### src/design/icachePkg.sv
package icachePkg;

    // cache geometry, 4 ways x 64 sets x 16-byte lines
    localparam int WayCount = 4;
    localparam int SetCount = 64;
    localparam int WordsPerLine = 4;

    typedef logic [21:0] tagT;
    typedef logic [5:0] indexT;
    typedef logic [1:0] wayT;

    // tree age per set
    // bit 2 picks the way pair, bit 1 picks inside ways 2/3, bit 0 inside ways 0/1
    typedef logic [2:0] ageT;

    // word 0 sits in the low 32 bits
    typedef logic [WordsPerLine*32-1:0] lineT;

    // the fetch address, either as a plain byte address for the ports
    // or split up for indexing the arrays
    typedef union packed {
        logic [31:0] raw;
        struct packed {
            tagT tag;
            indexT index;
            logic [1:0] word;
            logic [1:0] byteSel;
        } fields;
    } fetchAddrU;

endpackage

### src/design/plruAge.sv
`timescale 1ns/1ns

module plruAge (
    input  logic clk,
    input  logic rst,
    input  logic clearAll,
    input  logic touchEn,
    input  icachePkg::indexT touchIndex,
    input  icachePkg::wayT touchWay,
    input  logic [icachePkg::WayCount-1:0] setValid,
    input  icachePkg::indexT victimIndex,
    output icachePkg::wayT victimWay
);

    icachePkg::ageT age [icachePkg::SetCount];
    icachePkg::ageT cur;
    icachePkg::wayT fromAge;

    // each access points the tree away from the way just used
    always_ff @(posedge clk) begin
        if (rst || clearAll) begin
            for (int i = 0; i < icachePkg::SetCount; i++) begin
                age[i] <= '0;
            end
        end else if (touchEn) begin
            case (touchWay)
                2'd0: begin
                    age[touchIndex][2] <= 1'b1;
                    age[touchIndex][0] <= 1'b1;
                end
                2'd1: begin
                    age[touchIndex][2] <= 1'b1;
                    age[touchIndex][0] <= 1'b0;
                end
                2'd2: begin
                    age[touchIndex][2] <= 1'b0;
                    age[touchIndex][1] <= 1'b1;
                end
                default: begin
                    age[touchIndex][2] <= 1'b0;
                    age[touchIndex][1] <= 1'b0;
                end
            endcase
        end
    end

    assign cur = age[victimIndex];
    assign fromAge = cur[2] ? {1'b1, cur[1]} : {1'b0, cur[0]};

    // an empty way always beats the age tree
    always_comb begin
        victimWay = fromAge;
        for (int w = icachePkg::WayCount - 1; w >= 0; w--) begin
            if (!setValid[w]) begin
                victimWay = icachePkg::wayT'(w);
            end
        end
    end

endmodule

### config.mk
export PLATFORM = sky130hd
export DESIGN_NAME = plruAge
export DESIGN_NICKNAME = d
export VERILOG_FILES = /design/src/design/icachePkg.sv /design/src/design/plruAge.sv
export SDC_FILE = /design/constraint.sdc
export NUM_CORES = 1
export LEC_CHECK = 0
export ABC_AREA = 1
export BUFFER_PORTS_ARGS = -buffer_cell sky130_fd_sc_hd__buf_4
export CORE_MARGIN = 2
export CORE_UTILIZATION = 60
export CTS_CLUSTER_DIAMETER = 150
export DETAILED_ROUTE_END_ITERATION = 8
export MAX_ROUTING_LAYER = met4
export PLACE_DENSITY = 0.75
export SYNTH_ARGS = -nofsm -noshare
export SYNTH_HDL_FRONTEND = slang
export SYNTH_SLANG_ARGS = --single-unit
### constraint.sdc
create_clock -name clk -period 2.5 [get_ports clk]
set_input_delay 0.625 -clock clk [delete_from_list [all_inputs] [get_ports clk]]
set_output_delay 0.625 -clock clk [all_outputs]
set_load 0.01 [all_outputs]
### After elaboration in Yosys (flattened, before gate mapping)

Memory sizes are Yosys's and may differ from the RTL's.
Index checks and enable logic that the tools add are counted.

* memories: 1
* word-level logic and storage cells: 43
* output and inout bits: 2
* bits in registers: 0
* input bits: 22
* RAM bits: 192

Memories
* age: depth 64, width 3, rd ports 1, clocked after memory_dff 0, wr ports 64, line plruAge.sv:15 `icachePkg::ageT age [icachePkg::SetCount];`

* reductions and logical operators: 4
* multiplexer cells: 31
* bitwise gates (word level): 5
* eq/ne operators: 2

Operators by type and width (count)
* two-way mux 1 bit: 23
* two-way mux 2 bit: 5
* two-way mux 3 bit: 2
* two-way mux 6 bit: 1
* OR reduction 3 bit: 2
* bitwise OR 1 bit: 5
* equality test 2 x 1 -> 1 bit, second input constant: 1
* equality test 2 bit, second input constant: 1
* zero test 2 bit: 1
* logical OR 1 bit: 1

### Depth between registers and ports, before layout

Gate-level depths: netlist (run 1).

* word-level depth: 10
* gate-level depth with buffers: 17
* depth with buffers taken out: 15

### Worst setup path after synthesis (run 1)

No wires, ideal clock.

* path type: input to output
* from: input victimIndex[0]
* to: output victimWay[0]
* slack: -0.019 ns
* arrival: 1.894 ns
* data required time: 1.875 ns
* buffers on the path: 3
* cell stages on the path: 16
* cell sequence: buf_6 -> inv_4 -> buf_6 -> buf_6 -> nand2_1 -> nand3_1 -> nand3_1 -> nand2_1 -> nand2_1 -> nand3_1 -> nand2_1 -> nand2_1 -> nand3_1 -> nand3_1 -> nand2_1 -> a21oi_1

* cells in the longest elaborated chain, start to end: 6

Ends and longest elaborated chain
* start, declared: line plruAge.sv:11 `input icachePkg::indexT victimIndex,`
* memory read (64 x 3 bit)
* two-way mux 2 bit: line plruAge.sv:48 `assign fromAge = cur[2] ? {1'b1, cur[1]} : {1'b0, cur[0]};`
* two-way mux 2 bit (4 in series): line plruAge.sv:54 `if (!setValid[w]) begin`
* end, declared: line plruAge.sv:12 `output icachePkg::wayT victimWay`

No other way between the ends.

### Worst setup path in the final report (run 1)

Same ends and word-level chain as after synthesis.

==> results of run 1 <==
==> stage by stage <==
step	hold slack (ns)	TNS [ns]	std cells	utilization	setup slack, ns
after floorplan	0.882	0	1306	-	0.0176
after global placement	1.04	-0.824	1510	0.657	-0.443
after detailed placement	1.06	-0.846	1510	0.657	-0.432
after CTS	0.598	-0.556	1550	0.706	-0.304
after global routing	0.600	-0.810	1561	0.724	-0.472
final	0.608	-0.602	1561	0.724	-0.339
==> critical path, delay by kind of cell <==
| family | cells | cell delay (ns) |
|---|---|---|
| buffers and inverters | 4 | 0.58 |
| AOI/OAI and AO/OA | 1 | 0.12 |
| and+or+nand+nor | 13 | 0.88 |
==> cell type report <==
type                            instances  area, µm²
Clock buffer                           18        429
Clock inverter                         14        129
Fill cell                            1309       4770
Inverter                               83        338
Multi-Input combinational cell        927       4160
Sequential cell                       192       5770
Tap cell                              225        282
Timing Repair Buffer                  102       1420
==> power by group <==
group          switching [µW]  internal (µW)  leakage (µW)
Clock                    1320           1310      0.000271
Sequential               53.1           3690       0.00209
Combinational             576            352       0.00256
Total                    1950           5360       0.00492
==> cells by family (layout without fill, tap and decap cells) <==
family          after synthesis  count (layout)
buf+inv                     187             217
compound gates              108             108
flops                       192             192
simple gates                819             819
==> worst paths after layout <==
kind | cells after the start | slack [ns] | startpoint | end
max | 18 | -0.34 | victimIndex[0] | victimWay[0]
min | 2 | 0.61 | touchWay[1] | age[51][2]
==> metal layers <==
| layer | GRT usage | up-vias |
|---|---|---|
| li1 | - | 4419 |
| met1 | 0.461 | 4411 |
| met2 | 0.496 | 616 |
| met3 | 0.0519 | 61 |
| met4 | 0.109 | 0 |
| met5 | - | - |
==> what timing repair did <==
| action | in CTS | in global routing |
|---|---|---|
| setup endpoints to repair | 2 | 2 |
| pin swaps | 0 | 16 |
| gates resized for setup | 18 | 22 |
| gates cloned | 6 | 9 |
| buffers inserted | 2 | 2 |
==> placed cells by master, fill, tap and decap left out, drive strengths merged <==
| cell | n |
|---|---|
| nand2 | 408 |
| edfxtp | 192 |
| nand3 | 172 |
| nor2 | 132 |
| o21ai | 105 |
| nor3 | 96 |
| buf | 92 |
| inv | 88 |
| clkbuf | 27 |
| nand4 | 10 |
| clkinv | 8 |
| a21oi | 1 |
| o31ai | 1 |
| o2111ai | 1 |
| nor4 | 1 |
| clkinvlp | 1 |
| bufbuf | 1 |
==> results.ini, run 1 <==
[global_routing]
overflow = 0
grt_pass1_wl_um = 44900
antenna_found_initial = 0
grt_usage = 0.329
grt_pass1_vias = 8475
grt_max_degree = 193

[critical_path]
cp_data_arrival_time_ns = 2.21
critical_path_class = in2out
start_kind = primary input
required_ns = 1.88
cpMostUsedCell = nand2_1
critPathSlowestCell = buf_12
crit_path_end_kind = output pin
critPathMaxFanout = 7
crit_chain = buf_16 -> buf_12 -> clkbuf_16 -> nand2_1 -> nand3_1 -> nand3_1 -> nand2_1 -> nand2_1 -> nand2_1 -> nand2_1 -> nand2_1 -> nand2_1 -> nand2_1 -> nand2_2 -> nand3_2 -> nand2_2 -> a21oi_2 -> buf_4
slowest_delay_ns = 0.17

[floorplan]
core-area_um2 = 17300
pin_count = 24
die_x_um = 137
start_util = 0.615
rows = 48
die_y_um = 137
fp.dieArea_um2 = 18800

[finish]
drive_above_1_share = 0.137
n_antenna_cell = 0
area_delta_synth_final_pct = 17.7
largest_register_ffs = 192
final_cell_area_um2 = 12500
regMostFlops = age
top_regs = age x192
nets = 1345

[drt]
wire_per_inst_um = 19.1
drt_first_iter_violations = 1510
dr.max_layer_used = met4
dr_total_vias = 9507
firstDrtPassIters = 6
postRouteAntennaNets = 0
wl_met3_um = 3590
wl_um = 29800
wl_met2_um = 14100
drc = 0
viasPerCell = 6.09
drt-met1-wl_um = 11500

[clock_network]
cts.path.max_buffers = 2
cts_num_sinks = 192
cts_tree = built
htreeDepth = 4
cts_buffers = 17
cts-root-buf = clkbuf_16
ctsHoldBuffers = 0
cts.clk_slew.worst_paths_ns = 0.08

[sta]
tightestPinTransition_ns = 0.896
finalSetupViolCount = 2
relSlewSlack = 0.403
fin_crit_ns = 2.84
layout_worst_path_cycle_share = 1.14
rsz0062_at_grt = yes
maxSlewViolCount = 0
fmax_ghz = 0.352
layout_setup_ws_ns = -0.339
finalHoldViolCount = 0

[logic_synthesis]
ys_ff_latch = 192
syn_inst = 1306
synth_top_area_frac = 0.542
synth_area_leaders = edfxtp_1, nand2_1, nand3_1, o21ai_0, nor2_1
synth_flop_cell = edfxtp_1
yosys-top-cells-count = nand2_1, edfxtp_1, nand3_1
synth_cell_types = 25
synthMuxAreaShare = 0
mappedNetlistNets = 1328
synthSimpleGateAreaFrac = 0.331
ys_warn_count = 0
synthAdderAreaFrac = 0
synth_xor_xnor_area_share = 0
synth_edf_count = 192
avgSynthCellArea_um2 = 8.15
synth_area_um2 = 10600
synth_compound_area_frac = 0.0514
synth_most_common_cell = nand2_1
synth.largest_area_cell = edfxtp_1
synthArstFlopShare = 0
synth_top_family_by_area = simple AND/OR/NAND/NOR gates
synth_seq_area_share = 0.542

[placed_design]
io_buffers = 23
routabilityCongestion = 0.906
dpl_cell_area_um2 = 11400
dp_hpwl_um = 17800

[power]
ir_drop_mv = 0.517
total_power_uw = 7310
leakage_uw = 0.00492
power_density_nw_per_um2 = 583

[flow_run]
maxCapViolations = 0

[outcome]
status = finished with violations
violations = negative setup slack

[hold_path]
hold_class = in2reg

Note: power is estimated with default switching activity, not from simulation.
==> inputs of run 2 (changes only) <==
--- a/config.mk
+++ b/config.mk
@@ -7,7 +7,7 @@
 export LEC_CHECK = 0
 export ABC_AREA = 1
 export BUFFER_PORTS_ARGS = -buffer_cell sky130_fd_sc_hd__buf_4
-export CORE_MARGIN = 2
+export CORE_MARGIN = 1
 export CORE_UTILIZATION = 60
 export CTS_CLUSTER_DIAMETER = 150
 export DETAILED_ROUTE_END_ITERATION = 8
==> run 2 against run 1 <==
  * The run still ends with negative setup slack left
  * Clock power is 13% higher
  * Count of clock-buffer cells in the layout down 1
  * Worst hold slack better by 0.027 ns
  * Largest cell class unchanged
  * Largest power group unchanged
  * Highest routed layer unchanged
==> results.ini, run 2 (synthesis results as in run 1) <==
[global_routing]
antenna_found_initial = 0  ; unchanged
grt_pass1_vias = 8682  ; +2.4%
overflow = 0  ; unchanged
grt_pass1_wl_um = 45800  ; +1.8%
grt_usage = 0.347  ; +0.0178
grt_max_degree = 193  ; unchanged

[critical_path]
start_kind = primary input
slowest_delay_ns = 0.17  ; about the same
crit_buf_inv = 4  ; unchanged
critical_path_class = in2out
cp_data_arrival_time_ns = 2.22  ; about the same
critPathMaxFanout = 8  ; +1
cpMostUsedCell = nand2_1
critPathSlowestCell = buf_4
path_delay_family = simple AND/OR/NAND/NOR gates
crit_chain = buf_16 -> inv_6 -> buf_4 -> nand2_1 -> nand3_1 -> nand3_1 -> nand2_1 -> nand2_1 -> nand2_1 -> nand2_1 -> nand2_1 -> nand2_1 -> nand2_2 -> nand2_2 -> nand3_2 -> nand2_2 -> a21oi_2 -> buf_4
crit_path_end_kind = output pin
required_ns = 1.88  ; about the same

[finish]
n_antenna_cell = 0  ; unchanged
area_delta_synth_final_pct = 17.2
regArea_um2 = 5770  ; unchanged
multi_input_area_um2 = 4210  ; +1.1%
nFillCells = 1304  ; -0.38%
top_regs = age x192
nets = 1337  ; -0.59%
drive_above_1_share = 0.141  ; +0.00416
largest_register_ffs = 192  ; unchanged
final_cell_mix = nand2_1, edfxtp_1, nand3_1
fin_util = 0.721  ; -0.00340
final_common_cell = nand2_1
regMostFlops = age
final_cell_area_um2 = 12500  ; -0.47%

[clock_network]
cts.path.max_buffers = 2  ; unchanged
cts-root-buf = clkbuf_16
htreeDepth = 4  ; unchanged
cts_num_sinks = 192  ; unchanged
cts_tree = built
ctsHoldBuffers = 0  ; unchanged
cts_buffers = 17  ; unchanged
cts.clk_slew.worst_paths_ns = 0.07  ; about the same

[sta]
timing.hold.ws_ns = 0.635  ; +0.0270 ns
layout_setup_ws_ns = -0.350  ; -0.0106 ns
rsz0062_at_grt = yes
maxSlewViolCount = 0  ; unchanged
fmax_ghz = 0.351  ; -0.37%
tightestPinTransition_ns = 0.734  ; -0.162 ns
finalSetupViolCount = 2  ; unchanged
layout_worst_path_cycle_share = 1.14  ; +0.00424
relSlewSlack = 0.511  ; +0.108
finalHoldViolCount = 0  ; unchanged
fin_crit_ns = 2.85  ; +0.0106 ns

[outcome]
violations = negative setup slack
status = finished with violations

[drt]
postRouteAntennaNets = 0  ; unchanged
firstDrtPassIters = 5  ; -1
viasPerCell = 6.14  ; +0.78%
wl_met3_um = 3240  ; -9.9%
dr_total_vias = 9514  ; +0.074%
wire_per_inst_um = 19.1  ; -0.13%
drc = 0  ; unchanged
wl_met2_um = 13900  ; -1.4%
drt-met1-wl_um = 11400  ; -0.72%
dr.max_layer_used = met4
drt_first_iter_violations = 1477  ; -2.2%
wl_um = 29600  ; -0.83%

[flow_run]
maxCapViolations = 0  ; unchanged

[power]
ir_drop_mv = 0.547  ; +5.8%
p_int_uw = 5800  ; +8.2%
total_power_uw = 7650  ; +4.7%
power.share.clock = 0.391  ; +0.030
leakage_uw = 0.00489  ; -0.70%
combPwrFrac = 0.119  ; -0.008
seqPwrFrac = 0.490  ; -0.022
p_switching_uw = 1850  ; -5.1%
power_density_nw_per_um2 = 613  ; +5.1%
swShare = 0.242  ; -0.0249

[floorplan]
start_util = 0.615  ; unchanged
core-area_um2 = 17300  ; unchanged
fp.dieArea_um2 = 18300  ; -2.9%
die_y_um = 135  ; -1.5%
rows = 48  ; unchanged
pin_count = 24  ; unchanged
die_x_um = 135  ; -1.5%

[hold_path]
hold_class = in2reg

[placed_design]
dpl_cell_area_um2 = 11300  ; -0.70%
io_buffers = 23  ; unchanged
dp_hpwl_um = 17700  ; -0.52%
routabilityCongestion = 0.881  ; -2.8%

-- run 2: stage by stage --
step                      TNS (ns)  setup WS [ns]  instances
after global routing        -0.764         -0.432       1550
after CTS                   -0.499         -0.277       1546
after detailed placement    -0.814         -0.449       1506
after floorplan                  0         0.0176       1306
after global placement      -0.790         -0.446       1506
final                       -0.599         -0.350       1550
-- run 2: worst paths after layout --
kind,to,startpoint,cells after the start,slack (ns)
setup / recovery,victimWay[0],victimIndex[0],18,-0.35
hold / removal,age[57][2],touchWay[1],2,0.63
-- run 2: per-layer routing --
metal	vias up	global-route usage
met3	102	0.0587
met4	0	0.149
met2	619	0.539
met5	-	-
met1	4407	0.451
li1	4386	-
-- run 2: power by group through the flow --
stage	Sequential (µW)	Clock (µW)	Combinational (µW)
after floorplan	3790	0	509
after global placement	3810	0	754
after detailed placement	3820	0	766
after CTS	3750	2990	851
after global routing	3760	3090	982
final	3750	2990	913
-- run 2: layout make-up --
cell class	instances	share of cell area
repair inverters	1	0.000702
flip-flops and latches	192	0.462
multi-input cells	927	0.338
well taps	225	0.0226
clock buffers	17	0.0341
repair buffers	93	0.0993
clock inverters	12	0.0167
inverters	83	0.0267
-- run 2: what timing repair did --
action                                  in CTS  in global routing
endpoints found under the setup margin       2                  2
gates resized for setup                     38                 21
gates cloned                                 8                  4
pin swaps                                   17                 18
setup buffers                                3                  0
==> inputs of run 3 (changes only) <==
--- a/config.mk
+++ b/config.mk
@@ -6,13 +6,13 @@
 export NUM_CORES = 1
 export LEC_CHECK = 0
 export ABC_AREA = 1
-export BUFFER_PORTS_ARGS = -buffer_cell sky130_fd_sc_hd__buf_4
 export CORE_MARGIN = 1
 export CORE_UTILIZATION = 60
 export CTS_CLUSTER_DIAMETER = 150
 export DETAILED_ROUTE_END_ITERATION = 8
+export DONT_BUFFER_PORTS = 1
 export MAX_ROUTING_LAYER = met4
-export PLACE_DENSITY = 0.75
+export PLACE_DENSITY = 0.74
 export SYNTH_ARGS = -nofsm -noshare
 export SYNTH_HDL_FRONTEND = slang
 export SYNTH_SLANG_ARGS = --single-unit
==> run 3 against run 2 <==
  * The flow still finishes with violations (negative setup slack)
  * Clock power shrank 9.4%
  * Die area unchanged
  * Fmax rose by 7.5%
  * Wire length rose by 1.5%
  * Non-clock buffer count fell by 40
  * Global-route usage fell by 1.2 points
  * Setup slack improved by 0.20 ns
  * Sequential power about the same
  * Final cell count fell by 2.3%
  * Critical endpoint is now victimWay[1]
  * Highest routed layer unchanged
==> results.ini, run 3 (synthesis results as in run 1) <==
[hold_path]
hp-start = touchWay[0]
min_path_cells = 1  ; -1
holdPathEnd = age[5][1]
hold_class = in2reg

[critical_path]
critPathSlowestCell = edfxtp_1
cpMostUsedCell = nand2_2
crit_chain = nand2_1 -> nand3_1 -> nand3_2 -> nand2_2 -> nand2_2 -> nand2_1 -> nand2_1 -> nand2_2 -> buf_4 -> nand2_2 -> o2111ai_4 -> nand3_2 -> inv_2
crit_path_end_kind = output pin
path_delay_family = simple AND/OR/NAND/NOR gates
start_kind = register
critical_path_class = reg2out
cp_data_arrival_time_ns = 2.03  ; -0.19 ns
crit_buf_inv = 2  ; -2
required_ns = 1.88  ; about the same
critPathMaxFanout = 2  ; -6
slowest_delay_ns = 0.45  ; +0.28 ns

[placed_design]
io_buffers = 0  ; -100%
dp_hpwl_um = 17200  ; -2.8%
routabilityCongestion = 0.906  ; +2.9%
place_inst = 1468  ; -2.5%

[outcome]
violations = negative setup slack
status = finished with violations

[drt]
viasPerCell = 6.22  ; +1.4%
drt_first_iter_violations = 1349  ; -8.7%
postRouteAntennaNets = 0  ; unchanged
drc = 0  ; unchanged
dr_total_vias = 9420  ; -0.99%
wire_per_inst_um = 19.8  ; +3.9%
wl_um = 30000  ; +1.5%
firstDrtPassIters = 6  ; +1

[clock_network]
cts.path.max_buffers = 2  ; unchanged
post_cts_buffers = 0  ; -3
cts.clk_slew.worst_paths_ns = 0.07  ; about the same
htreeDepth = 4  ; unchanged
cts-root-buf = clkbuf_16
cts_num_sinks = 192  ; unchanged
cts_tree = built
cts_buffers = 17  ; unchanged
ctsHoldBuffers = 0  ; unchanged

[sta]
layout_setup_ws_ns = -0.150  ; +0.199 ns
timing.hold.ws_ns = 0.366  ; -0.269 ns
relSlewSlack = 0.447  ; -0.0632
layout_worst_path_cycle_share = 1.06  ; -0.0797
fmax_ghz = 0.377  ; +7.5%
finalHoldViolCount = 0  ; unchanged
fin_crit_ns = 2.65  ; -0.199 ns
maxSlewViolCount = 0  ; unchanged
finalSetupViolCount = 2  ; unchanged
tightestPinTransition_ns = 0.829  ; +0.0947 ns
rsz0062_at_grt = yes

[finish]
top_regs = age x192
final_cell_mix = nand2_1, edfxtp_1, nand3_1
area_delta_synth_final_pct = 14.6
final_cells = 1514  ; -2.3%
final_common_cell = nand2_1
largest_register_ffs = 192  ; unchanged
drive_above_1_share = 0.154  ; +0.0125
regMostFlops = age
nets = 1298  ; -2.9%
n_antenna_cell = 0  ; unchanged

[power]
ir_drop_mv = 0.553  ; +1.1%
total_power_uw = 7200  ; -5.9%
p_switching_uw = 1750  ; -5.4%
power_density_nw_per_um2 = 590  ; -3.8%
seqPwrFrac = 0.521  ; +0.031
combPwrFrac = 0.102  ; -0.017
leakage_uw = 0.00468  ; -4.2%
swShare = 0.244  ; +0.00130
p_int_uw = 5440  ; -6.1%
power.share.clock = 0.377  ; -0.014

[global_routing]
busiest_layer = met2
antenna_found_initial = 0  ; unchanged
met3_usage = 0.0572  ; -0.00150
grt_usage = 0.334  ; -0.0123
grt_pass1_wl_um = 44800  ; -2.1%
grt_pass1_vias = 8621  ; -0.70%
gr-usage-met1 = 0.450  ; about the same
grtUsageMet2 = 0.513  ; -0.0265
grt_max_degree = 193  ; unchanged
overflow = 0  ; unchanged

[floorplan]
pin_count = 24  ; unchanged
die_y_um = 135  ; unchanged
start_util = 0.615  ; unchanged
fp.dieArea_um2 = 18300  ; unchanged
core-area_um2 = 17300  ; unchanged
die_x_um = 135  ; unchanged
rows = 48  ; unchanged

[flow_run]
maxCapViolations = 0  ; unchanged

==> run 3: per-stage QoR <==
step                instance area [µm²]   util  setup TNS [ns]  setup slack (ns)
floorplan                         10600      -               0            0.0176
global placement                  10900  0.630          -0.328            -0.181
detailed placement                10900  0.630          -0.307            -0.165
CTS                               11600  0.671          -0.138           -0.0823
global route                      12200  0.705          -0.457            -0.236
finish                            12200  0.705          -0.296            -0.150
==> run 3: timing repair <==
item	in CTS	in global routing
pin swaps	4	48
endpoints found under the hold margin	0	0
cloned	4	10
gates resized for setup	16	89
endpoints found under the setup margin	2	2
==> run 3: how the worst max path moves through the flow <==
stage                         startpoint            to  slack, ns  cells past startpoint
after global routing           age[6][2]  victimWay[0]      -0.24                     14
after floorplan           victimIndex[0]  victimWay[0]       0.02                     16
after detailed placement  victimIndex[0]  victimWay[0]      -0.16                     14
final                          age[6][2]  victimWay[1]      -0.15                     13
after global placement    victimIndex[0]  victimWay[0]      -0.18                     16
after CTS                 victimIndex[0]  victimWay[0]      -0.08                     16
==> run 3: cell type report <==
class | count | area (µm²)
clock buffer | 19 | 433
fill | 1319 | 5100
sequential | 192 | 5770
multi-input combinational | 927 | 4430
timing repair buffer | 53 | 741
inverter | 83 | 345
clock inverter | 13 | 139
tap | 225 | 282
timing repair inverter | 2 | 60.1
==> run 3: power by group through the flow <==
stage / Sequential (µW) / Clock (µW) / Combinational [µW]
2_1_floorplan: 3790 / 0 / 509
4_1_cts: 3750 / 2700 / 628
5_1_grt: 3760 / 2820 / 798
3_3_place_gp: 3810 / 0 / 579
6_report: 3750 / 2710 / 734
3_5_place_dp: 3820 / 0 / 590
==> run 3: per-layer routing <==
layer	up-vias	wire length, µm
met4	0	979
met1	4439	11600
met3	83	3280
li1	4308	-
met2	590	14100
met5	-	0
