[src/design/icachePkg.sv]
package icachePkg;

    // cache geometry, 4 ways x 64 sets x 16-byte lines
    localparam int WayCount = 4;
    localparam int SetCount = 64;
    localparam int WordsPerLine = 4;

    typedef logic [21:0] tagT;
    typedef logic [5:0] indexT;
    typedef logic [1:0] wayT;

    // tree age per set
    // bit 2 picks the way pair, bit 1 picks inside ways 2/3, bit 0 inside ways 0/1
    typedef logic [2:0] ageT;

    // word 0 sits in the low 32 bits
    typedef logic [WordsPerLine*32-1:0] lineT;

    // the fetch address, either as a plain byte address for the ports
    // or split up for indexing the arrays
    typedef union packed {
        logic [31:0] raw;
        struct packed {
            tagT tag;
            indexT index;
            logic [1:0] word;
            logic [1:0] byteSel;
        } fields;
    } fetchAddrU;

endpackage

[src/design/fetchControl.sv]
`timescale 1ns/1ns

module fetchControl (
    input  logic clk,
    input  logic rst,
    input  logic flush,
    input  logic fetchReq,
    input  logic [31:0] fetchAddr,
    output logic fetchAck,
    output logic memReq,
    output logic [31:0] memAddr,
    input  logic memAck,
    input  icachePkg::lineT memLine,
    input  logic hit,
    input  icachePkg::wayT hitWay,
    input  icachePkg::wayT victimWay,
    output logic lookupEn,
    output icachePkg::indexT lookupIndex,
    output icachePkg::tagT lookupTag,
    output logic fillEn,
    output icachePkg::indexT fillIndex,
    output icachePkg::tagT fillTag,
    output icachePkg::wayT fillWay,
    output icachePkg::lineT fillLine,
    output logic touchEn,
    output icachePkg::wayT touchWay,
    output icachePkg::indexT touchIndex,
    output logic [1:0] wordSel,
    output logic clearAll,
    output logic [31:0] fetchData,
    input  logic [31:0] readWord
);

    typedef enum logic [2:0] {
        stIdle,
        stLookup,
        stCompare,
        stMemWait,
        stMemRelease,
        stFill,
        stRespond,
        stRelease
    } stateT;

    stateT state;
    stateT nextState;
    icachePkg::fetchAddrU addrQ;
    icachePkg::fetchAddrU lineAddr;
    icachePkg::lineT lineQ;
    logic [31:0] dataQ;
    logic [31:0] lineWords [icachePkg::WordsPerLine];

    always_comb begin
        nextState = state;
        case (state)
            stIdle: begin
                if (fetchReq) begin
                    nextState = stLookup;
                end
            end
            stLookup: begin
                nextState = stCompare;
            end
            stCompare: begin
                nextState = hit ? stRespond : stMemWait;
            end
            stMemWait: begin
                if (memAck) begin
                    nextState = stMemRelease;
                end
            end
            stMemRelease: begin
                if (!memAck) begin
                    nextState = stFill;
                end
            end
            stFill: begin
                nextState = stRespond;
            end
            stRespond: begin
                if (!fetchReq) begin
                    nextState = stRelease;
                end
            end
            default: begin
                nextState = stIdle;
            end
        endcase
    end

    always_ff @(posedge clk) begin
        if (rst) begin
            state <= stIdle;
        end else begin
            state <= nextState;
        end
    end

    always_ff @(posedge clk) begin
        if (state == stIdle && fetchReq) begin
            addrQ.raw <= fetchAddr;
        end
        if (state == stMemWait && memAck) begin
            lineQ <= memLine;
        end
        // a miss returns its word straight from the refill line
        if (state == stCompare && hit) begin
            dataQ <= readWord;
        end else if (state == stFill) begin
            dataQ <= lineWords[addrQ.fields.word];
        end
    end

    always_comb begin
        for (int i = 0; i < icachePkg::WordsPerLine; i++) begin
            lineWords[i] = lineQ[i*32 +: 32];
        end
    end

    always_comb begin
        lineAddr = addrQ;
        lineAddr.fields.word = '0;
        lineAddr.fields.byteSel = '0;
    end

    // ack stays up through release, so it drops one edge after req is seen low
    assign fetchAck = state == stRespond || state == stRelease;
    assign fetchData = dataQ;
    assign memReq = state == stMemWait;
    assign memAddr = lineAddr.raw;

    assign lookupEn = state == stLookup;
    assign lookupIndex = addrQ.fields.index;
    assign lookupTag = addrQ.fields.tag;
    assign wordSel = addrQ.fields.word;

    // tag, line and valid bit are written on the edge that sees memAck low
    assign fillEn = state == stMemRelease && !memAck;
    assign fillIndex = addrQ.fields.index;
    assign fillTag = addrQ.fields.tag;
    assign fillWay = victimWay;
    assign fillLine = lineQ;

    assign touchEn = (state == stCompare && hit) || fillEn;
    assign touchWay = fillEn ? victimWay : hitWay;
    assign touchIndex = addrQ.fields.index;

    // flush only counts when the CPU side is quiet
    assign clearAll = state == stIdle && flush && !fetchReq;

endmodule

[config.mk]
export PLATFORM = sky130hd
export DESIGN_NAME = fetchControl
export DESIGN_NICKNAME = d
export VERILOG_FILES = /design/src/design/icachePkg.sv /design/src/design/fetchControl.sv
export SDC_FILE = /design/constraint.sdc
export NUM_CORES = 1
export LEC_CHECK = 0
export BUFFER_PORTS_ARGS = -buffer_cell sky130_fd_sc_hd__buf_4
export CELL_PAD_IN_SITES_DETAIL_PLACEMENT = 0
export CELL_PAD_IN_SITES_GLOBAL_PLACEMENT = 2
export CORE_AREA = 2 2 183 185
export DETAILED_ROUTE_END_ITERATION = 16
export DIE_AREA = 0 0 185 187
export PLACE_DENSITY = 0.66
export SLEW_MARGIN = 10
export SYNTH_ARGS = -nofsm -noshare
export SYNTH_HDL_FRONTEND = slang
export SYNTH_SLANG_ARGS = --single-unit
export TNS_END_PERCENT = 100
[constraint.sdc]
create_clock -name clk -period 12.94 [get_ports clk]
set_input_delay 0 -clock clk [delete_from_list [all_inputs] [get_ports clk]]
set_output_delay 0 -clock clk [all_outputs]
set_load 0.01 [all_outputs]
# Word-level counts from Yosys, hierarchy flattened
# Cells that the tools add are included.
classes:
  n_lt_le_gt_ge: 1
  eq_ne: 11
  muxes: 12
  bitwise_logic: 1
  n_reduce_logical: 13
op_table:
  columns: ["op", "n"]
  rows:
  - ["32-bit 2-to-1 mux", 4]
  - ["32-bit binary-select mux with 2-bit select", 1]
  - ["3-bit case mux with 7 select lines", 1]
  - ["3-bit 2-to-1 mux", 5]
  - ["3-bit == test, second input constant", 4]
  - ["3-bit by 2-bit == test with 1-bit output, second input constant", 2]
  - ["1-bit logical AND", 6]
  - ["2-bit != test, second input constant", 3]
  - ["4-bit AND reduction", 1]
  - ["3-bit by 1-bit == test with 1-bit output, second input constant", 1]
  - ["3-bit greater-or-equal comparator, second input constant", 1]
  - ["3-bit logical NOT", 1]
  - ["2-bit NOT with 3-bit output", 1]
  - ["1-bit logical NOT", 2]
  - ["1-bit logical OR", 2]
  - ["2-bit 2-to-1 mux", 1]
  - ["2-bit by 1-bit != test with 1-bit output, second input constant", 1]
  - ["2-bit nonzero test", 1]
word_totals:
  ff_bits: 195
  inputBits: 202
  output_inout_bits: 266
  elab_cells: 42

# Longest topological paths before layout
# Gate-level depths: netlist of the first run.
depth:
  ltp_word: 6
  ltp_mapped: 5
  depth_no_buf: 3

# Least setup slack after synthesis of the first run
# Ideal clock, no wire load.
synth_path:
  path_kind: "reg2reg"
  startpoint: "reg state[1]"
  endpoint: "reg lineQ[0], in the netlist fillLine[0], enable pin"
  setup_time_ps: 503
  arrival_time_ps: 3849
  required_time_ps: 12437
  setup_slack_ps: 8588
  stages_incl_launch_ff: 4
  path_buffers: 1
  period_less_slack_ps: 4352
  cell_sequence: "dfxtp_1 -> clkbuf_1 -> and3b_1 -> and2_1"
synth_between:
  elab_chain_cells: 2
synth_lines:
  columns: ["item", "line_no", "rtl"]
  rows:
  - ["start: declaration", "fetchControl.sv:45", "stateT state;"]
  - ["start signal: assignment", "fetchControl.sv:93", "state <= stIdle;"]
  - ["start signal: assignment", "fetchControl.sv:95", "state <= nextState;"]
  - ["3-bit by 2-bit == test with 1-bit output", null, null]
  - ["named net memReq", "fetchControl.sv:10", "output logic memReq,"]
  - ["1-bit logical AND", "fetchControl.sv:103", "if (state == stMemWait && memAck) begin"]
  - ["end signal: assignment", "fetchControl.sv:104", "lineQ <= memLine;"]
  - ["end: declaration", "fetchControl.sv:49", "icachePkg::lineT lineQ;"]
# The timed path passes the listed nets, and every way through them passes these cells.
# A chain may end at the register's enable or synchronous reset.

# Worst setup path in the final report of the first run
layout_path:
  startpoint: "reg state[1]"
  endpoint: "reg lineQ[49], in the netlist fillLine[49], enable pin"
layout_between:
  elab_chain_cells: 2
layout_lines:
  columns: ["item", "line_no"]
  rows:
  - ["3-bit by 2-bit == test with 1-bit output", "fetchControl.sv:103"]
  - ["1-bit logical AND", "fetchControl.sv:103"]
# Every way passes these cells.

==> metrics.md, run 1 <==
| Metric | Value |
|---|---|
| Outcome | `finished, final reports clean` |
| Slew Limit Fails | `0` |
| R2r endpoint | `fillLine[49]` |
| Crit Path Category | `reg2reg` |
| Initial DRC Count | `roughly 290` |
| Hold Buf Count CTS | `194` |
| Initial antenna violation count | `1` |
| Tcrit/Tclk final | `21.90%` |
| H-tree lvl count | `4` |
| Setup crit start | `state[1]` |
| Arr. time, crit path | `slightly below 3000 ps` |
| Final Skew | `roughly 14 ps` |
| Number of post-CTS setup repair buffers | `0` |
| Detail Route Antenna Nets | `0` |
| Routed via count | `5636` |
| Mean Syn Cell Area | `between 20 and 25 um^2` |
| I/O pin total | `468` |
| TritonCTS clock tree | `built` |
| Layout area overhead | `78.49%` |
| Final wirelength | `roughly 26000 um` |
| Seq/Total Area, Yosys | `75.31%` |
| CP max FO | `70` |
| Largest net degree at the start of global routing | `71` |
| Die ar. | `~35000 um^2` |
| Worst Tran Pin Value | `1053 ps` |
| HP Start | `victimWay[0]` |
| Layout cells sized above 1 | `roughly three fifths` |
| Non-Filler Instances | `around 1400` |
| Final TNS setup | `0 ps` |
| Total Routing Usage GR | `14.77%` |
| CP endpoint kind | `flop` |
| Clk_lat worst skew | `450 ps` |
| Fmax | `between 0.3 and 0.4 GHz` |
| Pwr dens | `117.6 nW/um^2` |
| Initial Util | `between 20% and 30%` |
| Pleak | `0.005498 uW` |
| Die Y | `approximately 190 um` |
| Post-DP HPWL | `between 15000 and 20000 um` |
| Port buffer count | `461` |
| Final setup fails | `0` |
| Core Area | `32860 um^2` |
| Ys Warns | `0` |
| Final Worst Setup Slack | `10110 ps` |
| Post-synth cell types | `30` |
| Worst-path clk slew | `70 ps` |
| Pre-CTS worst setup slack | `10080 ps` |
| Reg2reg path depth | `3` |
| WL per Instance | `18.01 um` |
| CP startpoint kind | `flop` |
| Peak supply drop | `0.08053 mV` |
| Sink Count | `193` |
| WHS Endpoint | `fillWay[0]` |
| Hold WS | `187.0 ps` |
| Placed insts | `1202` |
| R2R Setup Slk | `10110 ps` |
| Total chip power | `between 1500 and 2000 uW` |
| Total CTS buffers | `17` |
| Max cap viols | `0` |
| Via density | `3.944` |
| Nets | `1169` |
| Clock buffer depth | `2` |
| Max_slew headroom | `29.62%` |
| R2R Path Start | `state[1]` |
| Detailed-router iteration count before antenna repair | `5` |
| Drt drc | `0` |
| Global route overflow | `0` |
| Cells after Synth | `366` |
| Row Count | `67` |
| Resize count post-CTS | `0` |
| Hold depth | `2` |
| RePlAce Congestion | `0.7609` |
| First-pass GRT wire length | `between 30000 and 40000 um` |
| RSZ-0062 raised after global routing | `false` |
| Yosys reg bits | `about 190` |
| Die Wd | `185 um` |
| Clock tree root driver cell | `clkbuf_16` |
| Post-synth design cell area | `7656 um^2` |
| Tmin final | `approximately 2800 ps` |
| Crit path required time | `13010 ps` |
| Final Hold Vio Count | `0` |
| Vias in the first global route | `~6300` |
| Hold Crit Class | `in2out` |
[stage by stage]
stage	util [%]	cell area (um^2)
after floorplan	-	7667
after global placement	33.90	11140
after detailed placement	33.90	11140
after CTS	41.58	13660
after global routing	41.59	13670
final	41.59	13670
[placed cells by master (no fill, tap or decap), drive strengths merged]
cell	instances
or2	1
o211a	1
a21oi	2
buf	467
o21ai	1
dfxtp	3
and4bb	1
conb	4
dlygate4sd3	194
clkinvlp	4
and2	2
nor4b	2
o22ai	1
and3b	1
nand2b	1
nor3b	1
a211oi	1
inv	5
nor3	2
a2bb2oi	1
nor4bb	1
nor2	1
clkinv	5
clkbuf	18
nor2b	1
bufinv	1
mux2	34
edfxtp	190
nand2	1
diode	1
mux4	32
o21bai	1
[where the power goes]
part / switching, uW / leakage, uW / internal [uW]
Clock: 258 / 0.000270 / 272
Sequential: 27.6 / 0.00175 / 734
Combinational: 127 / 0.00348 / 189
[logic make-up (layout without fill, tap and decap cells)]
kind of cell    after synthesis  in the layout  share of synthesized area (%)
flops                       193            193                          75.31
buf+inv                      83            694                          8.057
mux                          66             66                          14.41
simple gates                 15             15                          1.455
compound gates                8              8                         0.7192
other cells                   1              5                        0.04898
[synthesized netlist by cell type]
cell type,instances,area share (%)
nor2b_1,1,0.082
a211oi_1,1,0.098
nor3_1,2,0.13
mux2_2,34,5.0
mux4_2,32,9.4
clkbuf_1,4,0.20
nand2_1,1,0.049
a2bb2oi_1,1,0.11
buf_6,4,0.59
and3b_1,1,0.11
o22ai_1,1,0.082
nor4bb_1,1,0.13
nor4b_1,1,0.11
a21oi_1,2,0.13
and2_1,2,0.16
and4bb_2,1,0.16
o21ai_0,1,0.065
dfxtp_1,3,0.78
inv_1,1,0.049
conb_1,1,0.049
nor2_1,1,0.049
nor4b_2,1,0.20
buf_2,1,0.065
edfxtp_1,190,75
o211a_1,1,0.13
or2_2,1,0.082
o21bai_1,1,0.098
buf_4,73,7.2
nand2b_1,1,0.082
nor3b_1,1,0.098
[worst max-delay path by stage]
| stage | to | slack, ps | cells after the start |
|---|---|---|---|
| floorplan | fillLine[0] | 8590 | 3 |
| global placement | fillLine[116] | 10100 | 3 |
| detailed placement | fillLine[116] | 10080 | 3 |
| CTS | fillLine[49] | 10050 | 3 |
| global route | fillLine[49] | 9860 | 3 |
| finish | fillLine[49] | 10110 | 3 |
[routing by layer]
layer / vias up / GRT usage [%] / share of wire, %
met1: 2779 / 16.22 / 38
met2: 256 / 26.27 / 53
met3: 17 / 5.705 / 8.2
li1: 2584 / - / -
met4: 0 / 4.274 / 1.3
met5: - / 0 / 0
[critical path: stages, from the launching register on]
cell and delay, ps:
dfxtp_1 560, and3b_1 290, and2_4 680, buf_4 850
[area by class of cell]
type,instances,area (um^2)
diodes,1,2.502
clock buffers,18,429.2
clock inverters,14,151.4
fillers,3055,19200
inverters,1,3.754
multi-input cells,93,1305
flip-flops and latches,193,5766
well taps,448,560.5
repair buffers,661,5448
[registers in the layout, summed over array words and instances (netlist names)]
signal and count:
fillLine 128, addrQ 30, fetchData 32, state 3
Note: power is estimated with default switching activity, not from simulation.
==> inputs of run 2 (changes only) <==
--- a/config.mk
+++ b/config.mk
@@ -5,13 +5,14 @@
 export SDC_FILE = /design/constraint.sdc
 export NUM_CORES = 1
 export LEC_CHECK = 0
+export ABC_AREA = 1
 export BUFFER_PORTS_ARGS = -buffer_cell sky130_fd_sc_hd__buf_4
 export CELL_PAD_IN_SITES_DETAIL_PLACEMENT = 0
 export CELL_PAD_IN_SITES_GLOBAL_PLACEMENT = 2
-export CORE_AREA = 2 2 183 185
+export CORE_AREA = 2 2 182 184
 export DETAILED_ROUTE_END_ITERATION = 16
-export DIE_AREA = 0 0 185 187
-export PLACE_DENSITY = 0.66
+export DIE_AREA = 0 0 184 186
+export PLACE_DENSITY = 0.73
 export SLEW_MARGIN = 10
 export SYNTH_ARGS = -nofsm -noshare
 export SYNTH_HDL_FRONTEND = slang
==> constraint.sdc (replaced) <==
create_clock -name clk -period 2.8 [get_ports clk]
set_input_delay 0 -clock clk [delete_from_list [all_inputs] [get_ports clk]]
set_output_delay 0 -clock clk [all_outputs]
set_load 0.01 [all_outputs]
==> run 2 against run 1 <==
Combinational power rose to 5.1 times the previous value. Hold slack got worse by 90 ps. Synthesized area increased by 2.1%. Global-route usage grew 1.6 points. Wire length rose by 13%. Critical path type unchanged. Highest routed layer is now met5.
==> metrics.md, run 2 <==
| Metric | Value |
|---|---|
| Outcome | `finished, final reports clean (unchanged)` |
| Row Count | `66 (was 67)` |
| Non-Filler Instances | `1612 (was 1429)` |
| GRT busiest layer | `met2 (unchanged)` |
| Reg2reg path depth | `3 (unchanged)` |
| GRT met2 Usage | `28.98% (was 26.27%)` |
| Max cap viols | `0 (unchanged)` |
| Slew Limit Fails | `0 (unchanged)` |
| M1 GR Usage | `18.94% (was 16.22%)` |
| Seq/Total Area, Yosys | `73.79% (was 75.31%)` |
| Final Hold Vio Count | `0 (unchanged)` |
| Initial Util | `24.26% (was 23.30%)` |
| Setup crit end | `fillLine[104] (was fillLine[49])` |
| CP max FO | `128 (was 70)` |
| First-pass GRT wire length | `41380 um (was 37380 um)` |
| Cells after Synth | `600 (was 366)` |
| Top_reg_cell synth | `edfxtp_1 (unchanged)` |
| Final setup fails | `0 (unchanged)` |
| Die ar. | `34220 um^2 (was 34600 um^2)` |
| R2R Setup Slk | `860 ps (was 10110 ps)` |
| Crit-path slowest cell | `dfxtp_2 (was buf_4)` |
| Setup crit start | `state[1] (unchanged)` |
| TritonCTS clock tree | `built (unchanged)` |
| Global route overflow | `0 (unchanged)` |
| Core Area | `32210 um^2 (was 32860 um^2)` |
| EDFF count, synth | `190 (unchanged)` |
| RSZ-0062 raised after global routing | `false (unchanged)` |
| Sink Count | `193 (unchanged)` |
| Die Wd | `184 um (was 185 um)` |
| Cell area after layout | `13790 um^2 (was 13670 um^2)` |
| Worst Tran Pin Value | `936.3 ps (was 1053 ps)` |
| Leading cell types in the layout, fill and taps excluded | `468 x buf_4, 195 x dlygate4sd3_1, 190 x edfxtp_1 (was 467 x buf_4, 194 x dlygate4sd3_1, 190 x edfxtp_1)` |
| Mean Syn Cell Area | `13.02 um^2 (was 20.92 um^2)` |
| Async SR Flop Fraction | `0% (unchanged)` |
| Hold WS | `96.73 ps (was 187.0 ps)` |
| Total Routing Usage GR | `16.40% (was 14.77%)` |
| ANT cells | `0 (was 1)` |
| Clock buffer depth | `2 (unchanged)` |
| Layout area overhead | `76.48% (was 78.49%)` |
| Pwr dens | `545.7 nW/um^2 (was 117.6 nW/um^2)` |
| Fmax | `0.5148 GHz (was 0.3529 GHz)` |
| Post-synth design cell area | `7814 um^2 (was 7656 um^2)` |
| Routed via count | `6656 (was 5636)` |
| Clock tree root driver cell | `clkbuf_16 (unchanged)` |
| R2r endpoint | `fillLine[104] (was fillLine[49])` |
| Pleak | `0.005729 uW (was 0.005498 uW)` |
| Clk_lat worst skew | `450 ps (about the same)` |
| Final wirelength | `29070 um (was 25740 um)` |
| Max_slew headroom | `37.58% (was 29.62%)` |
| Synth top area cells | `edfxtp_1 73%, nor2_1 8.0%, buf_4 7.3% (was edfxtp_1 75%, mux4_2 9.4%, buf_4 7.2%)` |
| Port buffer count | `461 (unchanged)` |
| Commonest non-fill, non-tap cell in the layout | `buf_4 (unchanged)` |
| Peak supply drop | `0.5447 mV (was 0.08053 mV)` |
| CP endpoint kind | `flop (unchanged)` |
| Vias in the first global route | `6984 (was 6269)` |
| Area fraction of the dominant cell type after synthesis | `73.02% (was 74.52%)` |
| Post-DP HPWL | `20080 um (was 18420 um)` |
| R2R Path Start | `state[1] (unchanged)` |
| Drt drc | `0 (unchanged)` |
| Placed cell area | `11290 um^2 (was 11140 um^2)` |
| Commonest cells in the netlist | `190 x edfxtp_1, 166 x nor2_1, 76 x buf_4 (was 190 x edfxtp_1, 73 x buf_4, 34 x mux2_2)` |
| Sw frac | `28.02% (was 25.65%)` |
| Worst path max stage delay | `560 ps (was 850 ps)` |
| Placed insts | `1386 (was 1202)` |
| Crit Path Category | `reg2reg (unchanged)` |
| Resize count post-CTS | `0 (unchanged)` |
| H-tree lvl count | `4 (unchanged)` |
| Crit path required time | `2870 ps (was 13010 ps)` |
| Seq pwr share | `47.0% (was 47.4%)` |
| Arr. time, crit path | `2010 ps (was 2910 ps)` |
| Total CTS buffers | `17 (unchanged)` |
| I/O pin total | `468 (unchanged)` |
| Int Pwr | `5416 uW (was 1195 uW)` |
| Yosys reg bits | `193 (unchanged)` |
| WL per Instance | `18.03 um (was 18.01 um)` |
| Ys Warns | `0 (unchanged)` |
| Detail Route Antenna Nets | `0 (unchanged)` |
| Hold Crit Class | `in2reg (was in2out)` |
| Worst-path clk slew | `70 ps (about the same)` |
| RePlAce Congestion | `0.7663 (was 0.7609)` |
| Via density | `4.129 (was 3.944)` |
| Synth area leader | `edfxtp_1 (unchanged)` |
| Die Y | `186 um (was 187 um)` |
| Switching power | `2108 uW (was 412.2 uW)` |
| Clock share of power | `31.5% (was 32.9%)` |
| Tmin final | `1943 ps (was 2834 ps)` |
| Initial antenna violation count | `2 (was 1)` |
| Most frequent cell after synthesis | `edfxtp_1 (unchanged)` |
| Initial DRC Count | `321 (was 287)` |
| CP startpoint kind | `flop (unchanged)` |
| Largest net degree at the start of global routing | `129 (was 71)` |
| Final Skew | `18.00 ps (was 14.38 ps)` |
| Layout cells sized above 1 | `42.61% (was 58.16%)` |
| Tcrit/Tclk final | `69.38% (was 21.90%)` |
| Detailed-router iteration count before antenna repair | `4 (was 5)` |
| Max reg flops | `128 (unchanged)` |
| Post-synth cell types | `22 (was 30)` |
| Comb pwr share | `21.5% (was 19.7%)` |
| CP Cell Sequence | `nand3_4 > nor2_4 > buf_12 (was and3b_1 > and2_4 > buf_4)` |
| Nets | `1394 (was 1169)` |
| Met3 Usage GRT | `5.244% (was 5.705%)` |
[run 2: through the flow]
step	util (%)	total power (uW)	setup WS, ps	setup TNS (ps)
2_1_floorplan	-	4323	-91.46	-11710
3_3_place_gp	35.04	4996	1002	0
6_report	42.82	7524	857.4	0
3_5_place_dp	35.04	5006	980.4	0
4_1_cts	42.82	7607	966.5	0
5_1_grt	42.82	7871	798.8	0
[run 2: critical path, delay by kind of cell (launching register included)]
kind                   cells  cell delay [ps]
DFF                        1              560
buffers and inverters      1              400
and+or+nand+nor            2              270
[run 2: area by class of cell]
cell class	instances	area, um^2
fill	2995	18420
sequential	193	5769
timing repair buffer	666	5525
multi-input combinational	300	1380
tap	408	510.5
clock buffer	18	429.2
clock inverter	13	122.6
inverter	14	52.55
[run 2: cell families after synthesis]
| kind of cell | Yosys count | share of synthesized area (%) |
|---|---|---|
| AND/OR/NAND/NOR | 196 | 9.784 |
| other | 1 | 0.04799 |
| buffers and inverters | 110 | 9.431 |
| flip-flops | 193 | 73.79 |
| AO/OA/AOI/OAI | 100 | 6.950 |
[run 2: timing repair]
action	CTS	global route
setup buffers	0	0
hold buffers	195	0
hold endpoints to repair	193	0
setup endpoints to repair	0	0
[run 2: worst min-delay path by stage]
stage,startpoint,depth (start not counted),slack (ps),end
6_report,fetchReq,7,100,state[1]
5_1_grt,fetchReq,8,150,state[1]
4_1_cts,fetchReq,7,70,state[1]
3_5_place_dp,memLine[105],1,180,fillLine[105]
3_3_place_gp,fetchAddr[12],1,180,addrQ[12]
2_1_floorplan,memAck,1,70,fillEn
[run 2: per-layer routing]
metal,vias up,part of all wire (%)
li1,3219,-
met1,3159,40
met2,243,52
met3,31,6.3
met4,4,1.6
met5,-,0.11
[run 2: power by group through the flow]
stage / Sequential (uW) / Combinational [uW] / Clock (uW)
2_1_floorplan: 3640 / 688 / 0
3_3_place_gp: 3590 / 1400 / 0
3_5_place_dp: 3600 / 1410 / 0
4_1_cts: 3540 / 1640 / 2430
5_1_grt: 3560 / 1750 / 2560
6_report: 3540 / 1620 / 2370
==> inputs of run 3 (changes only) <==
--- a/config.mk
+++ b/config.mk
@@ -9,9 +9,9 @@
 export BUFFER_PORTS_ARGS = -buffer_cell sky130_fd_sc_hd__buf_4
 export CELL_PAD_IN_SITES_DETAIL_PLACEMENT = 0
 export CELL_PAD_IN_SITES_GLOBAL_PLACEMENT = 2
-export CORE_AREA = 2 2 182 184
+export CORE_ASPECT_RATIO = 1.75
+export CORE_UTILIZATION = 23
 export DETAILED_ROUTE_END_ITERATION = 16
-export DIE_AREA = 0 0 184 186
 export PLACE_DENSITY = 0.73
 export SLEW_MARGIN = 10
 export SYNTH_ARGS = -nofsm -noshare
==> constraint.sdc (replaced) <==
create_clock -name clk -period 1.6 [get_ports clk]
set_input_delay 0 -clock clk [delete_from_list [all_inputs] [get_ports clk]]
set_output_delay 0 -clock clk [all_outputs]
set_load 0.01 [all_outputs]
==> run 3 against run 2 <==
The flow now finishes with violations (DRC). Combinational power rose by 89%. Clock power is 87% higher. Register-to-register slack got worse by 790 ps. Count of clock-buffer cells in the layout unchanged. Sequential share of layout area shrank 1.2 points. Sequential cell count unchanged. Power increased by 82%. Core utilization is 0.54 points lower. Fmax up 26%. Critical endpoint is now fetchData[9].
==> metrics.md, run 3 (synthesis gave the netlist of run 2 again) <==
| Metric | Value |
|---|---|
| Clock share of power | `32.4% (was 31.5%)` |
| Final Skew | `17.65 ps (was 18.00 ps)` |
| Hold WS | `20.02 ps (was 96.73 ps)` |
| Seq pwr share | `45.2% (was 47.0%)` |
| Layout cells sized above 1 | `43.94% (was 42.61%)` |
| Routed via count | `7006 (was 6656)` |
| Initial Util | `23.23% (was 24.26%)` |
| CP startpoint kind | `flop (unchanged)` |
| Total CTS buffers | `17 (unchanged)` |
| WL per Instance | `18.18 um (was 18.03 um)` |
| Largest net degree at the start of global routing | `47 (was 129)` |
| Hold Crit Class | `in2reg (unchanged)` |
| Core Area | `33630 um^2 (was 32210 um^2)` |
| Crit-path slowest cell | `edfxtp_1 (was dfxtp_2)` |
| Clock tree root driver cell | `clkbuf_16 (unchanged)` |
| Initial DRC Count | `374 (was 321)` |
| Pwr dens | `961.4 nW/um^2 (was 545.7 nW/um^2)` |
| Layout Utilization | `42.27% (was 42.82%)` |
| Post-DP HPWL | `22940 um (was 20080 um)` |
| ANT cells | `0 (unchanged)` |
| Tmin final | `1536 ps (was 1943 ps)` |
| Port buffer count | `461 (unchanged)` |
| Row Count | `89 (was 66)` |
| Outcome | `finished with violations (was finished, final reports clean)` |
| Sink Count | `193 (unchanged)` |
| Fill cells | `3192 (was 2995)` |
| Sw frac | `26.43% (was 28.02%)` |
| H-tree lvl count | `4 (unchanged)` |
| Met1 WL | `10400 um (was 11650 um)` |
| Slew Limit Fails | `0 (unchanged)` |
| Met3 wire len | `1814 um (was 1838 um)` |
| Delay-heaviest family, CP | `flip-flops (unchanged)` |
| Clock buffer depth | `2 (unchanged)` |
| Tcrit/Tclk final | `96.00% (was 69.38%)` |
| Clk_lat worst skew | `450 ps (about the same)` |
| Die Wd | `141.3 um (was 184 um)` |
| Via density | `4.160 (was 4.129)` |
| Detail Route Antenna Nets | `0 (unchanged)` |
| Detailed-router iteration count before antenna repair | `10 (was 4)` |
| Failing checks | `DRC` |
| Int Pwr | `10060 uW (was 5416 uW)` |
| Commonest non-fill, non-tap cell in the layout | `buf_4 (unchanged)` |
| Comb pwr share | `22.4% (was 21.5%)` |
| Die Y | `245.8 um (was 186 um)` |
| Max cap viols | `0 (unchanged)` |
| Vias in the first global route | `7351 (was 6984)` |
| CP max FO | `29 (was 128)` |
| Nets | `1419 (was 1394)` |
| Placed insts | `1455 (was 1386)` |
| Crit path required time | `1790 ps (was 2870 ps)` |
| Arr. time, crit path | `1720 ps (was 2010 ps)` |
| Pleak | `0.005914 uW (was 0.005729 uW)` |
| I/O pin total | `468 (unchanged)` |
| Switching power | `3612 uW (was 2108 uW)` |
| Fmax | `0.6511 GHz (was 0.5148 GHz)` |
| RePlAce Congestion | `0.7833 (was 0.7663)` |
| Worst path max stage delay | `470 ps (was 560 ps)` |
| TritonCTS clock tree | `built (unchanged)` |
| Global route overflow | `0 (unchanged)` |
| Worst-path clk slew | `70 ps (about the same)` |
| First-pass GRT wire length | `43680 um (was 41380 um)` |
| Max reg flops | `128 (unchanged)` |
| CP endpoint kind | `flop (unchanged)` |
| Non-Filler Instances | `1684 (was 1612)` |
| Pre-CTS worst setup slack | `44.89 ps (was 980.4 ps)` |
| RSZ-0062 raised after global routing | `false (unchanged)` |
| CP Cell Sequence | `inv_2 > buf_12 > o21ai_0 > a31oi_1 (was nand3_4 > nor2_4 > buf_12)` |
| Highest routed layer | `met4 (was met5)` |
| Die ar. | `34740 um^2 (was 34220 um^2)` |
| Final wirelength | `30620 um (was 29070 um)` |
| Initial antenna violation count | `0 (was 2)` |
| Layout area overhead | `81.94% (was 76.48%)` |
| Final setup fails | `0 (unchanged)` |
| Combined buffer and inverter count along the critical path | `2 (was 1)` |
| Final Hold Vio Count | `0 (unchanged)` |
| Total Routing Usage GR | `17.48% (was 16.40%)` |
| WL met2 | `17100 um (was 15080 um)` |
| Final TNS setup | `0 ps (unchanged)` |
| Final Worst Setup Slack | `64.07 ps (was 857.4 ps)` |
| Drt drc | `1 (was 0)` |
| Leading cell types in the layout, fill and taps excluded | `484 x buf_4, 193 x dlygate4sd3_1, 190 x edfxtp_1 (was 468 x buf_4, 195 x dlygate4sd3_1, 190 x edfxtp_1)` |
| Crit Path Category | `reg2reg (unchanged)` |
| Peak supply drop | `0.7155 mV (was 0.5447 mV)` |
## run 3: changes by cell type in the layout (fill, tap and decap cells not counted), moves of 3 or more
cell and delta:
buf_12 +11, buf_4 +16, bufinv_16 +3, clkinv_1 +4, clkinv_4 -6
## run 3: final cells by class
| cell class | instances | area [um^2] | share of cell area [%] |
|---|---|---|---|
| inverters | 14 | 52.55 | 0.3697 |
| well taps | 455 | 569.3 | 4.005 |
| repair buffers | 691 | 5846 | 41.12 |
| flip-flops and latches | 193 | 5772 | 40.60 |
| clock buffers | 18 | 429.2 | 3.019 |
| multi-input cells | 300 | 1390 | 9.778 |
| clock inverters | 13 | 157.7 | 1.109 |
## run 3: worst paths after layout
| path | cells past startpoint | startpoint | to | slack, ps |
|---|---|---|---|---|
| worst max-delay path | 4 | addrQ[2] | fetchData[9] | 60 |
| worst min-delay path | 6 | fetchReq | state[2] | 20 |
| worst max register to register | 4 | addrQ[2] | fetchData[9] | 60 |
| worst min register to register | 4 | state[1] | state[1] | 590 |
## run 3: power groups by stage
| stage | clock [uW] | sequential [uW] | combinational, uW |
|---|---|---|---|
| final | 4430 | 6180 | 3060 |
| after global routing | 4710 | 6210 | 3320 |
| after CTS | 4580 | 6190 | 3050 |
| after detailed placement | 0 | 6300 | 2650 |
| after global placement | 0 | 6290 | 2620 |
| after floorplan | 0 | 6360 | 1200 |
## run 3: routing by layer
layer | vias to the layer above | track usage (%)
li1 | 3276 | -
met1 | 3304 | 16.77
met2 | 368 | 33.81
met5 | - | 0
met4 | 0 | 9.879
met3 | 58 | 3.720
## run 3: metrics by stage
step | total power [uW] | area, um^2
floorplan | 7566 | 7864
global placement | 8915 | 11650
detailed placement | 8949 | 11650
CTS | 13830 | 14180
global route | 14240 | 14220
finish | 13670 | 14220
## run 3: repair_timing
action	in CTS	in global routing
gates cloned	0	0
hold endpoints to repair	193	0
hold buffers	193	0
pin swaps	0	2
resized for setup	3	4
buffers inserted	0	5
setup endpoints to repair	3	5
## run 3: worst register-to-register path, stage by stage, from the launching register on
cell and delay, ps:
edfxtp_1 470, inv_2 120, buf_12 180, o21ai_0 380, a31oi_1 130
